## src/verilog/display_pkg.sv

```systemverilog
package display_pkg;

   typedef logic [31:0] disp_value_t;
   typedef logic [3:0]  nibble_t;
   typedef logic [7:0]  seg_byte_t;  // dp a b c d e f g
   typedef logic [2:0]  digit_idx_t; // 0 is digit 1

   localparam int NUM_DIGITS = 8;

   typedef enum logic [2:0] {
      SETUP_PICK,
      SEND_OP,
      WAIT_OP,
      SEND_DATA,
      WAIT_DATA,
      LATCH
   } seq_state_t;

   // hex glyphs, dp always off
   function automatic seg_byte_t seg_encode(input nibble_t nib);
      case (nib)
         4'h0: return 8'h7E;
         4'h1: return 8'h30;
         4'h2: return 8'h6D;
         4'h3: return 8'h79;
         4'h4: return 8'h33;
         4'h5: return 8'h5B;
         4'h6: return 8'h5F;
         4'h7: return 8'h70;
         4'h8: return 8'h7F;
         4'h9: return 8'h7B;
         4'hA: return 8'h77;
         4'hB: return 8'h1F; // lower case b
         4'hC: return 8'h4E;
         4'hD: return 8'h3D; // lower case d
         4'hE: return 8'h4F;
         default: return 8'h47;
      endcase
   endfunction

endpackage

```

## src/verilog/max7219_reg_pkg.sv

```systemverilog
package max7219_reg_pkg;

   typedef enum logic [7:0] {
      NOP          = 8'h00,
      DIGIT_1      = 8'h01,
      DIGIT_2      = 8'h02,
      DIGIT_3      = 8'h03,
      DIGIT_4      = 8'h04,
      DIGIT_5      = 8'h05,
      DIGIT_6      = 8'h06,
      DIGIT_7      = 8'h07,
      DIGIT_8      = 8'h08,
      DECODE_MODE  = 8'h09,
      INTENSITY    = 8'h0A,
      SCAN_LIMIT   = 8'h0B,
      SHUTDOWN     = 8'h0C,
      DISPLAY_TEST = 8'h0F
   } max_opcode_t;

   // goes out opcode first, msb first
   typedef struct packed {
      max_opcode_t opcode;
      logic [7:0]  data;
   } max_frame_t;

   localparam int SETUP_FRAMES = 6;

   // power-up register writes, in sending order
   function automatic max_frame_t setup_frame(input int unsigned idx);
      case (idx)
         0:       return '{opcode: NOP,          data: 8'h00}; // flushes a stale shift reg
         1:       return '{opcode: DISPLAY_TEST, data: 8'h00};
         2:       return '{opcode: SCAN_LIMIT,   data: 8'h07}; // all 8 digits
         3:       return '{opcode: DECODE_MODE,  data: 8'h00}; // raw segments, no code b
         4:       return '{opcode: SHUTDOWN,     data: 8'h01}; // normal operation
         default: return '{opcode: INTENSITY,    data: 8'h07};
      endcase
   endfunction

endpackage

```

## src/verilog/digit_scanner.sv

```systemverilog
`timescale 1ns/1ps

module digit_scanner (
   input  logic                        clk,
   input  logic                        rst_n,
   input  display_pkg::disp_value_t    display_value,
   input  logic                        frame_taken,
   output max7219_reg_pkg::max_frame_t digit_frame
);

   localparam display_pkg::digit_idx_t LAST_IDX =
      display_pkg::digit_idx_t'(display_pkg::NUM_DIGITS - 1);

   display_pkg::disp_value_t snap_q;
   display_pkg::digit_idx_t  idx_q;
   display_pkg::nibble_t     nib;

   // index steps once per digit frame the sequencer takes
   always_ff @(posedge clk or negedge rst_n) begin
      if (!rst_n) begin
         idx_q <= '0;
      end else if (frame_taken) begin
         if (idx_q == LAST_IDX) begin
            idx_q <= '0; // wrap back to digit 1
         end else begin
            idx_q <= idx_q + 3'd1;
         end
      end
   end

   // snapshot tracks the input until digit 1 goes out,
   // then holds for the rest of the scan
   always_ff @(posedge clk) begin
      if (idx_q == '0 && !frame_taken) begin
         snap_q <= display_value;
      end
   end

   always_comb begin
      nib = snap_q[idx_q*4 +: 4]; // digit 1 is the lowest nibble
      digit_frame.opcode = max7219_reg_pkg::max_opcode_t'({5'd0, idx_q} + 8'd1);
      digit_frame.data   = display_pkg::seg_encode(nib);
   end

endmodule

```

## src/verilog/max7219_top.sv

```systemverilog
`timescale 1ns/1ps

module max7219_top #(
   parameter int CLK_DIV = 10 // system clocks per serial clock half period
) (
   input  logic                     clk,
   input  logic                     rst_n,
   input  display_pkg::disp_value_t display_value,
   output logic                     max_din,
   output logic                     max_clk,
   output logic                     max_load
);

   max7219_reg_pkg::max_frame_t digit_frame;
   logic                        frame_taken;
   logic                        start;
   logic [7:0]                  tx_byte;
   logic                        byte_done;

   max_sequencer max_sequencer_inst (
      .clk         (clk),
      .rst_n       (rst_n),
      .digit_frame (digit_frame),
      .frame_taken (frame_taken),
      .start       (start),
      .tx_byte     (tx_byte),
      .byte_done   (byte_done),
      .max_load    (max_load)
   );

   spi_shifter #(
      .CLK_DIV (CLK_DIV)
   ) spi_shifter_inst (
      .clk       (clk),
      .rst_n     (rst_n),
      .start     (start),
      .tx_byte   (tx_byte),
      .byte_done (byte_done),
      .max_din   (max_din),
      .max_clk   (max_clk)
   );

   digit_scanner digit_scanner_inst (
      .clk           (clk),
      .rst_n         (rst_n),
      .display_value (display_value),
      .frame_taken   (frame_taken),
      .digit_frame   (digit_frame)
   );

endmodule

```

## src/verilog/max_sequencer.sv

```systemverilog
`timescale 1ns/1ps

module max_sequencer (
   input  logic                        clk,
   input  logic                        rst_n,
   input  max7219_reg_pkg::max_frame_t digit_frame,
   output logic                        frame_taken,
   output logic                        start,
   output logic [7:0]                  tx_byte,
   input  logic                        byte_done,
   output logic                        max_load
);

   localparam int IW = $clog2(max7219_reg_pkg::SETUP_FRAMES);
   localparam logic [IW-1:0] LAST_SETUP = IW'(max7219_reg_pkg::SETUP_FRAMES - 1);

   display_pkg::seq_state_t     state_q;
   logic [IW-1:0]               setup_idx_q;
   logic                        setup_done_q;
   max7219_reg_pkg::max_frame_t frame_q;

   always_ff @(posedge clk or negedge rst_n) begin
      if (!rst_n) begin
         state_q      <= display_pkg::SETUP_PICK;
         setup_idx_q  <= '0;
         setup_done_q <= 1'b0;
      end else begin
         case (state_q)
            display_pkg::SETUP_PICK: begin
               if (!setup_done_q) begin
                  if (setup_idx_q == LAST_SETUP) begin
                     setup_done_q <= 1'b1;
                  end else begin
                     setup_idx_q <= setup_idx_q + 1'b1;
                  end
               end
               state_q <= display_pkg::SEND_OP;
            end
            display_pkg::SEND_OP: begin
               state_q <= display_pkg::WAIT_OP;
            end
            display_pkg::WAIT_OP: begin
               if (byte_done) begin
                  state_q <= display_pkg::SEND_DATA;
               end
            end
            display_pkg::SEND_DATA: begin
               state_q <= display_pkg::WAIT_DATA;
            end
            display_pkg::WAIT_DATA: begin
               if (byte_done) begin
                  state_q <= display_pkg::LATCH;
               end
            end
            display_pkg::LATCH: begin
               state_q <= display_pkg::SETUP_PICK; // straight into the next frame
            end
            default: begin
               state_q <= display_pkg::SETUP_PICK;
            end
         endcase
      end
   end

   // frame being sent, picked from the table or the scanner
   always_ff @(posedge clk) begin
      if (state_q == display_pkg::SETUP_PICK) begin
         if (setup_done_q) begin
            frame_q <= digit_frame;
         end else begin
            frame_q <= max7219_reg_pkg::setup_frame(setup_idx_q);
         end
      end
   end

   assign frame_taken = (state_q == display_pkg::SETUP_PICK) && setup_done_q;

   assign start = (state_q == display_pkg::SEND_OP) || (state_q == display_pkg::SEND_DATA);
   assign tx_byte = (state_q == display_pkg::SEND_OP) ? frame_q.opcode : frame_q.data;

   // shifter is idle here, so max_clk is already low
   assign max_load = (state_q == display_pkg::LATCH);

endmodule

```

## src/verilog/spi_shifter.sv

```systemverilog
`timescale 1ns/1ps

module spi_shifter #(
   parameter int CLK_DIV = 10
) (
   input  logic       clk,
   input  logic       rst_n,
   input  logic       start,
   input  logic [7:0] tx_byte,
   output logic       byte_done,
   output logic       max_din,
   output logic       max_clk
);

   // one opcode or data byte per transfer
   localparam int NBITS = $bits(max7219_reg_pkg::max_opcode_t);
   localparam int PW    = $clog2(CLK_DIV + 1);
   localparam logic [PW-1:0] LAST_PHASE = PW'(CLK_DIV - 1);
   localparam logic [2:0]    LAST_BIT   = 3'(NBITS - 1);

   logic [7:0]    shift_q;
   logic [2:0]    bit_q;
   logic [PW-1:0] phase_q;
   logic          busy_q;
   logic          clk_q;
   logic          done_q;

   always_ff @(posedge clk or negedge rst_n) begin
      if (!rst_n) begin
         shift_q <= '0;
         bit_q   <= '0;
         phase_q <= '0;
         busy_q  <= 1'b0;
         clk_q   <= 1'b0;
         done_q  <= 1'b0;
      end else begin
         done_q <= 1'b0;
         if (!busy_q) begin
            if (start) begin
               busy_q  <= 1'b1;
               shift_q <= tx_byte;
               bit_q   <= '0;
               phase_q <= '0;
            end
         end else if (phase_q == LAST_PHASE) begin
            phase_q <= '0;
            if (!clk_q) begin
               clk_q <= 1'b1; // display samples here
            end else begin
               clk_q <= 1'b0;
               if (bit_q == LAST_BIT) begin
                  busy_q <= 1'b0;
                  done_q <= 1'b1;
               end else begin
                  bit_q   <= bit_q + 3'd1;
                  shift_q <= {shift_q[6:0], 1'b0}; // next bit during low phase
               end
            end
         end else begin
            phase_q <= phase_q + 1'b1;
         end
      end
   end

   assign max_din   = shift_q[7];
   assign max_clk   = clk_q;
   assign byte_done = done_q;

endmodule
```

## config.mk

```make
export PLATFORM = sky130hd
export DESIGN_NAME = max7219_top
export DESIGN_NICKNAME = d
export VERILOG_FILES = /design/src/verilog/display_pkg.sv /design/src/verilog/max7219_reg_pkg.sv /design/src/verilog/digit_scanner.sv /design/src/verilog/max7219_top.sv /design/src/verilog/max_sequencer.sv /design/src/verilog/spi_shifter.sv
export SDC_FILE = /design/constraint.sdc
export NUM_CORES = 1
export LEC_CHECK = 0
export BUFFER_PORTS_ARGS = -buffer_cell sky130_fd_sc_hd__buf_2
export CAP_MARGIN = 20
export CORE_AREA = 2 2 85 87
export CTS_CLUSTER_DIAMETER = 50
export DETAILED_ROUTE_END_ITERATION = 10
export DIE_AREA = 0 0 87 89
export PLACE_DENSITY = 0.76
export REMOVE_ABC_BUFFERS = 1
export SETUP_SLACK_MARGIN = 0.15
export SLEW_MARGIN = 0
export SYNTH_ARGS = -nofsm -noshare
export SYNTH_HDL_FRONTEND = slang
export SYNTH_SLANG_ARGS = --single-unit
```

## constraint.sdc

```tcl
create_clock -name clk -period 3 [get_ports clk]
set_input_delay 0.3 -clock clk [delete_from_list [all_inputs] [get_ports clk]]
set_output_delay 0.3 -clock clk [all_outputs]
set_load 0.05 [all_outputs]
```

==> results.yml, run 1 <==
critical_path:
  cp-end-kind: "flop"
  regToRegEndpoint: "max_sequencer_inst.frame_q[1]"
  arrival_ns: 2.55
  worstSetupPathType: "flop to flop"
  startpoint_type: "flop"
  regToRegSetupSlack_ns: 0.53
  crit_fanout: 14
  worst_ep_required_time_ns: 3.09
  r2r_cells: 6
  timing.rr.start: "digit_scanner_inst.idx_q[0]"
  startpoint: "digit_scanner_inst.idx_q[0]"
  crit_path_end: "max_sequencer_inst.frame_q[1]"
sta:
  min_period_ns: 2.47
  timing.setup.tns_ns: 0
  slew-limit-headroom: 0.553
  finalSetupViolCount: 0
  hold_viol_final: 0
  rsz0062_at_grt: "no"
  fmax_ghz: 0.405
  drv_slew: 0
  clock_skew_ns: 0.00791
  post-route-period-util: 0.823
  worst_pin_slew_ns: 0.670
synth:
  synth.cell_area_um2: 3520
  ys_seq_area_frac: 0.566
  synth_edf_count: 43
  synth-main-ff-cell: "edfxtp_1"
  synth-async-reset-ratio: 0.394
  ys_ff_latch: 71
  ys_types: 49
  synth-warning-count: 0
  syn_avg_cell_area_um2: 13.8
  syn_inst: 256
global_route:
  grt_first_pass_wirelength_mm: 9.15
  grt_max_degree: 33
  antenna_found_initial: 0
  grt_pass1_vias: 1992
  track_usage: 0.157
  grt.overflow.total: 0
drt:
  drt_iter0_markers: 83
  dr_total_vias: 2081
  viasPerCell: 5.48
  drt_wl_total_mm: 5.34
  final_antenna_net_count: 0
  drc: 0
  first_pass_iters: 4
  avgRoutedWirePerCell_um: 14.0
power_and_ir_drop:
  p_comb_frac: 0.038
  p_int_mw: 1.54
  cellPowerDensity_nw_per_um2: 486
  power.switching_uw: 401
  netSwitchingFraction: 0.207
  p_seq_frac: 0.549
  power_frac_clock: 0.412
  ir_worst_vdd_v: 0.000442
  leakagePower_nw: 1.70
placed_design:
  hpwlAfterDp_mm: 3.84
  globalplace.congestion: 0.845
  io_buffers: 36
clocking:
  clk_pin_slew_ns: 0.08
  numCtsBuffers: 9
  htree_levels: 3
  clock-sinks: 71
  cts_setup_buffers: 0
  cts_tree: "done"
  clk_path_buf_depth: 2
  clock_latency_ns: 0.34
  root_buffer: "clkbuf_8"
die:
  fp.dieH_um: 89
  initial_core_util: 0.524
  die_area_um2: 7740
  die_w_um: 87
  io_pins: 37
  core_um2: 6720
  rows: 30
final_layout:
  area_growth_pct: 13.2
  fillers: 498
  final_nets: 348
  multi_input_comb_area_um2: 1420
  antenna_cells: 0
  regArea_um2: 1990
  postLayoutCoreUtil: 0.593
  final_layout_size_suffix_gt1_frac: 0.250
min_path:
  hold_class: "input port to flop"
status:
  status: "finished, final reports clean"
flow_run:
  drv_cap: 0
per-stage QoR:
stage / cell area (µm²) / setup WS, ns / hold slack, ns / total power, mW / cells
global route: 3990 / 0.327 / 0.110 / 2.01 / 380
floorplan: 3460 / 0.238 / 0.00441 / 1.12 / 244
detailed placement: 3760 / 0.358 / 0.375 / 1.16 / 363
global placement: 3760 / 0.402 / 0.379 / 1.16 / 363
finish: 3990 / 0.531 / 0.128 / 1.94 / 380
CTS: 3990 / 0.339 / 0.112 / 1.96 / 380
power by group through the flow:
stage / clock, mW / sequential, mW / combinational, mW
after CTS: 0.819 / 1.06 / 0.0760
after global placement: 0 / 1.08 / 0.0732
final: 0.798 / 1.06 / 0.0745
after global routing: 0.862 / 1.06 / 0.0834
after floorplan: 0 / 1.08 / 0.0396
after detailed placement: 0 / 1.08 / 0.0745
cells by family (layout without fill, tap and decap cells):
logic type,Yosys count,after routing,synth area share
flops,71,71,0.566
simple gates,57,57,0.0810
buf+inv,25,69,0.0316
fa+ha+maj,20,20,0.0704
mux,37,37,0.157
xor+xnor,4,4,0.00995
compound gates,42,42,0.0839
registers in the layout, summed over array words and instances (netlist names):
| signal | cells |
|---|---|
| spi_shifter_inst.byte_done | 1 |
| max_sequencer_inst.frame_q | 11 |
| max_sequencer_inst.state_q | 3 |
| digit_scanner_inst.idx_q | 3 |
| max_sequencer_inst.setup_done_q | 1 |
| digit_scanner_inst.snap_q | 32 |
| spi_shifter_inst.bit_q | 3 |
| spi_shifter_inst.max_clk | 1 |
| spi_shifter_inst.busy_q | 1 |
| spi_shifter_inst.phase_q | 4 |
| spi_shifter_inst.shift_q | 8 |
| max_sequencer_inst.setup_idx_q | 3 |
cell usage after synthesis (7+ instances only):
cell / number / share of area
nor2_1: 12 / 0.013
edfxtp_1: 43 / 0.37
mux2i_1: 13 / 0.037
inv_1: 12 / 0.013
mux2_1: 8 / 0.026
clkbuf_1: 8 / 0.0085
dfrtp_1: 28 / 0.20
o21ai_0: 14 / 0.020
ha_1: 19 / 0.068
nand2_1: 23 / 0.025
a21oi_1: 7 / 0.0099
layout make-up:
cell class                      instances  share of cell area
Clock buffer                           11              0.0383
Tap cell                               80              0.0251
Inverter                               13              0.0122
Sequential cell                        71               0.500
Timing Repair Buffer                   40              0.0534
Multi-Input combinational cell        160               0.356
Clock inverter                          5              0.0154
timing repair:
item                                    CTS  global route
hold buffers                              1             0
resized for setup                         0             1
endpoints found under the setup margin    0             1
endpoints found under the hold margin    11             0
metal layers:
| layer | up-vias | GRT usage | share of wire |
|---|---|---|---|
| li1 | 1029 | - | - |
| met1 | 979 | 0.196 | 0.44 |
| met2 | 55 | 0.253 | 0.49 |
| met3 | 18 | 0.0332 | 0.042 |
| met4 | 0 | 0.0923 | 0.033 |
| met5 | - | 0 | 0 |
critical path, stage by stage, from the launching register on:
cell      delay, ns
dfrtp_2        0.57
mux4_1         0.64
mux2i_4        0.26
ha_1           0.28
inv_1          0.10
nor4_1         0.28
a211oi_1       0.09
worst min path at each step:
| stage | slack, ns | end | from | cells after the start |
|---|---|---|---|---|
| floorplan | 0.004 | digit_scanner_inst.idx_q[0] | rst_n | 0 |
| global route | 0.11 | digit_scanner_inst.snap_q[20] | display_value[20] | 1 |
| finish | 0.13 | digit_scanner_inst.snap_q[28] | display_value[28] | 1 |
| global placement | 0.38 | max_sequencer_inst.setup_idx_q[2] | rst_n | 1 |
| CTS | 0.11 | digit_scanner_inst.snap_q[28] | display_value[28] | 1 |
| detailed placement | 0.38 | max_sequencer_inst.setup_idx_q[2] | rst_n | 1 |
layout by cell type (no fill, tap or decap), types with 8 or more instances in the layout:
| cell type | n |
|---|---|
| buf_2 | 36 |
| clkbuf_8 | 9 |
| dfrtp_1 | 27 |
| edfxtp_1 | 43 |
| ha_1 | 19 |
| inv_1 | 12 |
| mux2_1 | 8 |
| mux2i_1 | 13 |
| nand2_1 | 23 |
| nor2_1 | 12 |
| o21ai_0 | 14 |
No activity file was read; power rests on OpenSTA's default activity.
==> inputs of run 2 (changes only) <==
==> constraint.sdc (replaced) <==
create_clock -name clk -period 2.1 [get_ports clk]
set_input_delay 0.21 -clock clk [delete_from_list [all_inputs] [get_ports clk]]
set_output_delay 0.21 -clock clk [all_outputs]
set_load 0.05 [all_outputs]
==> results.yml, run 2 (synthesis gave the netlist of run 1 again) <==
status:
  status: "finished with violations"
  violations: "setup timing"
sta:
  drv_slew: 0
  whs_ns: 0.0464
  finalWorstSetupSlack_ns: -0.0716
  clock_skew_ns: 0.0102
  worst_pin_slew_ns: 0.643
  hold_viol_final: 0
  min_period_ns: 2.17
  post-route-period-util: 1.03
  slew-limit-headroom: 0.571
  finalSetupViolCount: 5
  rsz0062_at_grt: "yes"
  fmax_ghz: 0.460
placed_design:
  globalplace.congestion: 0.868
  hpwlAfterDp_mm: 4.26
  dpl_cell_area_um2: 3890
  io_buffers: 36
  numPlacedInstances: 378
power_and_ir_drop:
  cellPowerDensity_nw_per_um2: 622
  p_seq_frac: 0.561
  p_int_mw: 2.14
  power.switching_uw: 567
  p_comb_frac: 0.063
  ir_worst_vdd_v: 0.000436
  leakagePower_nw: 1.84
  netSwitchingFraction: 0.209
  power_frac_clock: 0.376
global_route:
  track_usage: 0.175
  grt_pass1_vias: 2194
  grt_first_pass_wirelength_mm: 10.2
  antenna_found_initial: 0
  grt.overflow.total: 0
  grt_max_degree: 33
clocking:
  cts_tree: "done"
  root_buffer: "clkbuf_8"
  htree_levels: 3
  clock-sinks: 71
  numCtsBuffers: 9
  clk_path_buf_depth: 2
  clock_latency_ns: 0.33
  clk_pin_slew_ns: 0.07
die:
  core_um2: 6720
  fp.dieH_um: 89
  io_pins: 37
  die_area_um2: 7740
  rows: 30
  initial_core_util: 0.524
  die_w_um: 87
final_layout:
  area_growth_pct: 23.8
  final_cell_mix: "edfxtp_1, buf_2, dfrtp_1"
  fin_area_um2: 4360
  mostFrequentLayoutCell: "edfxtp_1"
  reg.largest.list: "digit_scanner_inst.snap_q (32), max_sequencer_inst.frame_q (11), spi_shifter_inst.shift_q (8)"
  final_layout_size_suffix_gt1_frac: 0.376
  largest_reg_flops: 32
  final_nets: 378
  instances_no_fill: 410
  antenna_cells: 0
  top_register: "digit_scanner_inst.snap_q"
  postLayoutCoreUtil: 0.649
critical_path:
  startpoint_type: "flop"
  crit_fanout: 4
  arrival_ns: 2.25
  cp-end-kind: "flop"
  regToRegSetupSlack_ns: -0.07
  worst_ep_required_time_ns: 2.18
  worstSetupPathType: "flop to flop"
drt:
  first_pass_iters: 5
  avgRoutedWirePerCell_um: 15.5
  met1Wirelength_mm: 2.55
  viasPerCell: 5.46
  wl_met3_um: 307
  drt_iter0_markers: 173
  final_antenna_net_count: 0
  top_layer: "met4"
  dr_total_vias: 2238
  drc: 0
  wl_met2_mm: 3.39
  drt_wl_total_mm: 6.36
flow_run:
  drv_cap: 0
min_path:
  hold_class: "input port to flop"
[run 2: cell count changes in the layout (fill, tap and decap cells not counted), moves of 3 or more]
cell     previous run  this run
buf_4               3        20
buf_6               0        10
ha_1               19        14
ha_4                0         4
mux2i_1            13         9
inv_1              12         9
mux2i_2             0         3
[run 2: path summary, 6_finish.rpt]
kind	start	to	cells past startpoint
worst max-delay path	digit_scanner_inst.idx_q[0]	max_sequencer_inst.frame_q[1]	8
worst min-delay path	display_value[16]	digit_scanner_inst.snap_q[16]	1
worst max register to register	digit_scanner_inst.idx_q[0]	max_sequencer_inst.frame_q[1]	8
worst min register to register	spi_shifter_inst.shift_q[1]	spi_shifter_inst.shift_q[1]	1
max in group asynchronous	rst_n	digit_scanner_inst.idx_q[0]	2
min in group asynchronous	rst_n	spi_shifter_inst.phase_q[3]	2
[run 2: per-stage QoR]
| stage | total power [mW] | setup WS [ns] | TNS [ns] |
|---|---|---|---|
| after global routing | 2.81 | -0.127 | -0.611 |
| after detailed placement | 1.67 | -0.0947 | -0.259 |
| after global placement | 1.66 | -0.0102 | -0.0169 |
| after CTS | 2.71 | -0.0459 | -0.126 |
| after floorplan | 1.60 | -0.662 | -22.98 |
| final | 2.71 | -0.0716 | -0.179 |
[run 2: critical path, cell delays in order (launching register included)]
cell and delay (ns):
dfrtp_1 0.41, buf_6 0.14, mux4_2 0.52, mux2i_4 0.21, buf_6 0.14, ha_4 0.16, inv_4 0.05, nor4_4 0.21
a211oi_1 0.08
[run 2: area by class of cell]
| cell class | count | area [µm²] |
|---|---|---|
| well taps | 80 | 100 |
| fillers | 464 | 2360 |
| inverters | 13 | 51.3 |
| repair buffers | 70 | 504 |
| multi-input cells | 160 | 1520 |
| flip-flops and latches | 71 | 1990 |
| clock buffers | 9 | 124 |
| clock inverters | 7 | 63.8 |
[run 2: power groups by stage]
stage	combinational (mW)	sequential, mW	clock (mW)
after floorplan	0.0566	1.54	0
after global placement	0.117	1.55	0
after detailed placement	0.120	1.55	0
after CTS	0.145	1.52	1.04
after global routing	0.185	1.52	1.10
final	0.172	1.52	1.02
[run 2: routing by layer]
| metal | global-route usage | up-vias |
|---|---|---|
| li1 | - | 1083 |
| met1 | 0.198 | 1068 |
| met2 | 0.312 | 75 |
| met3 | 0.0508 | 12 |
| met4 | 0.0710 | 0 |
| met5 | 0 | - |
[run 2: repair_timing]
action | 4_1_cts | 5_1_grt
hold endpoints to repair | 28 | 0
hold buffers | 1 | 0
endpoints found under the setup margin | 9 | 14
resized for setup | 24 | 14
cloned | 1 | 0
pin swaps | 8 | 6
buffers inserted | 8 | 6
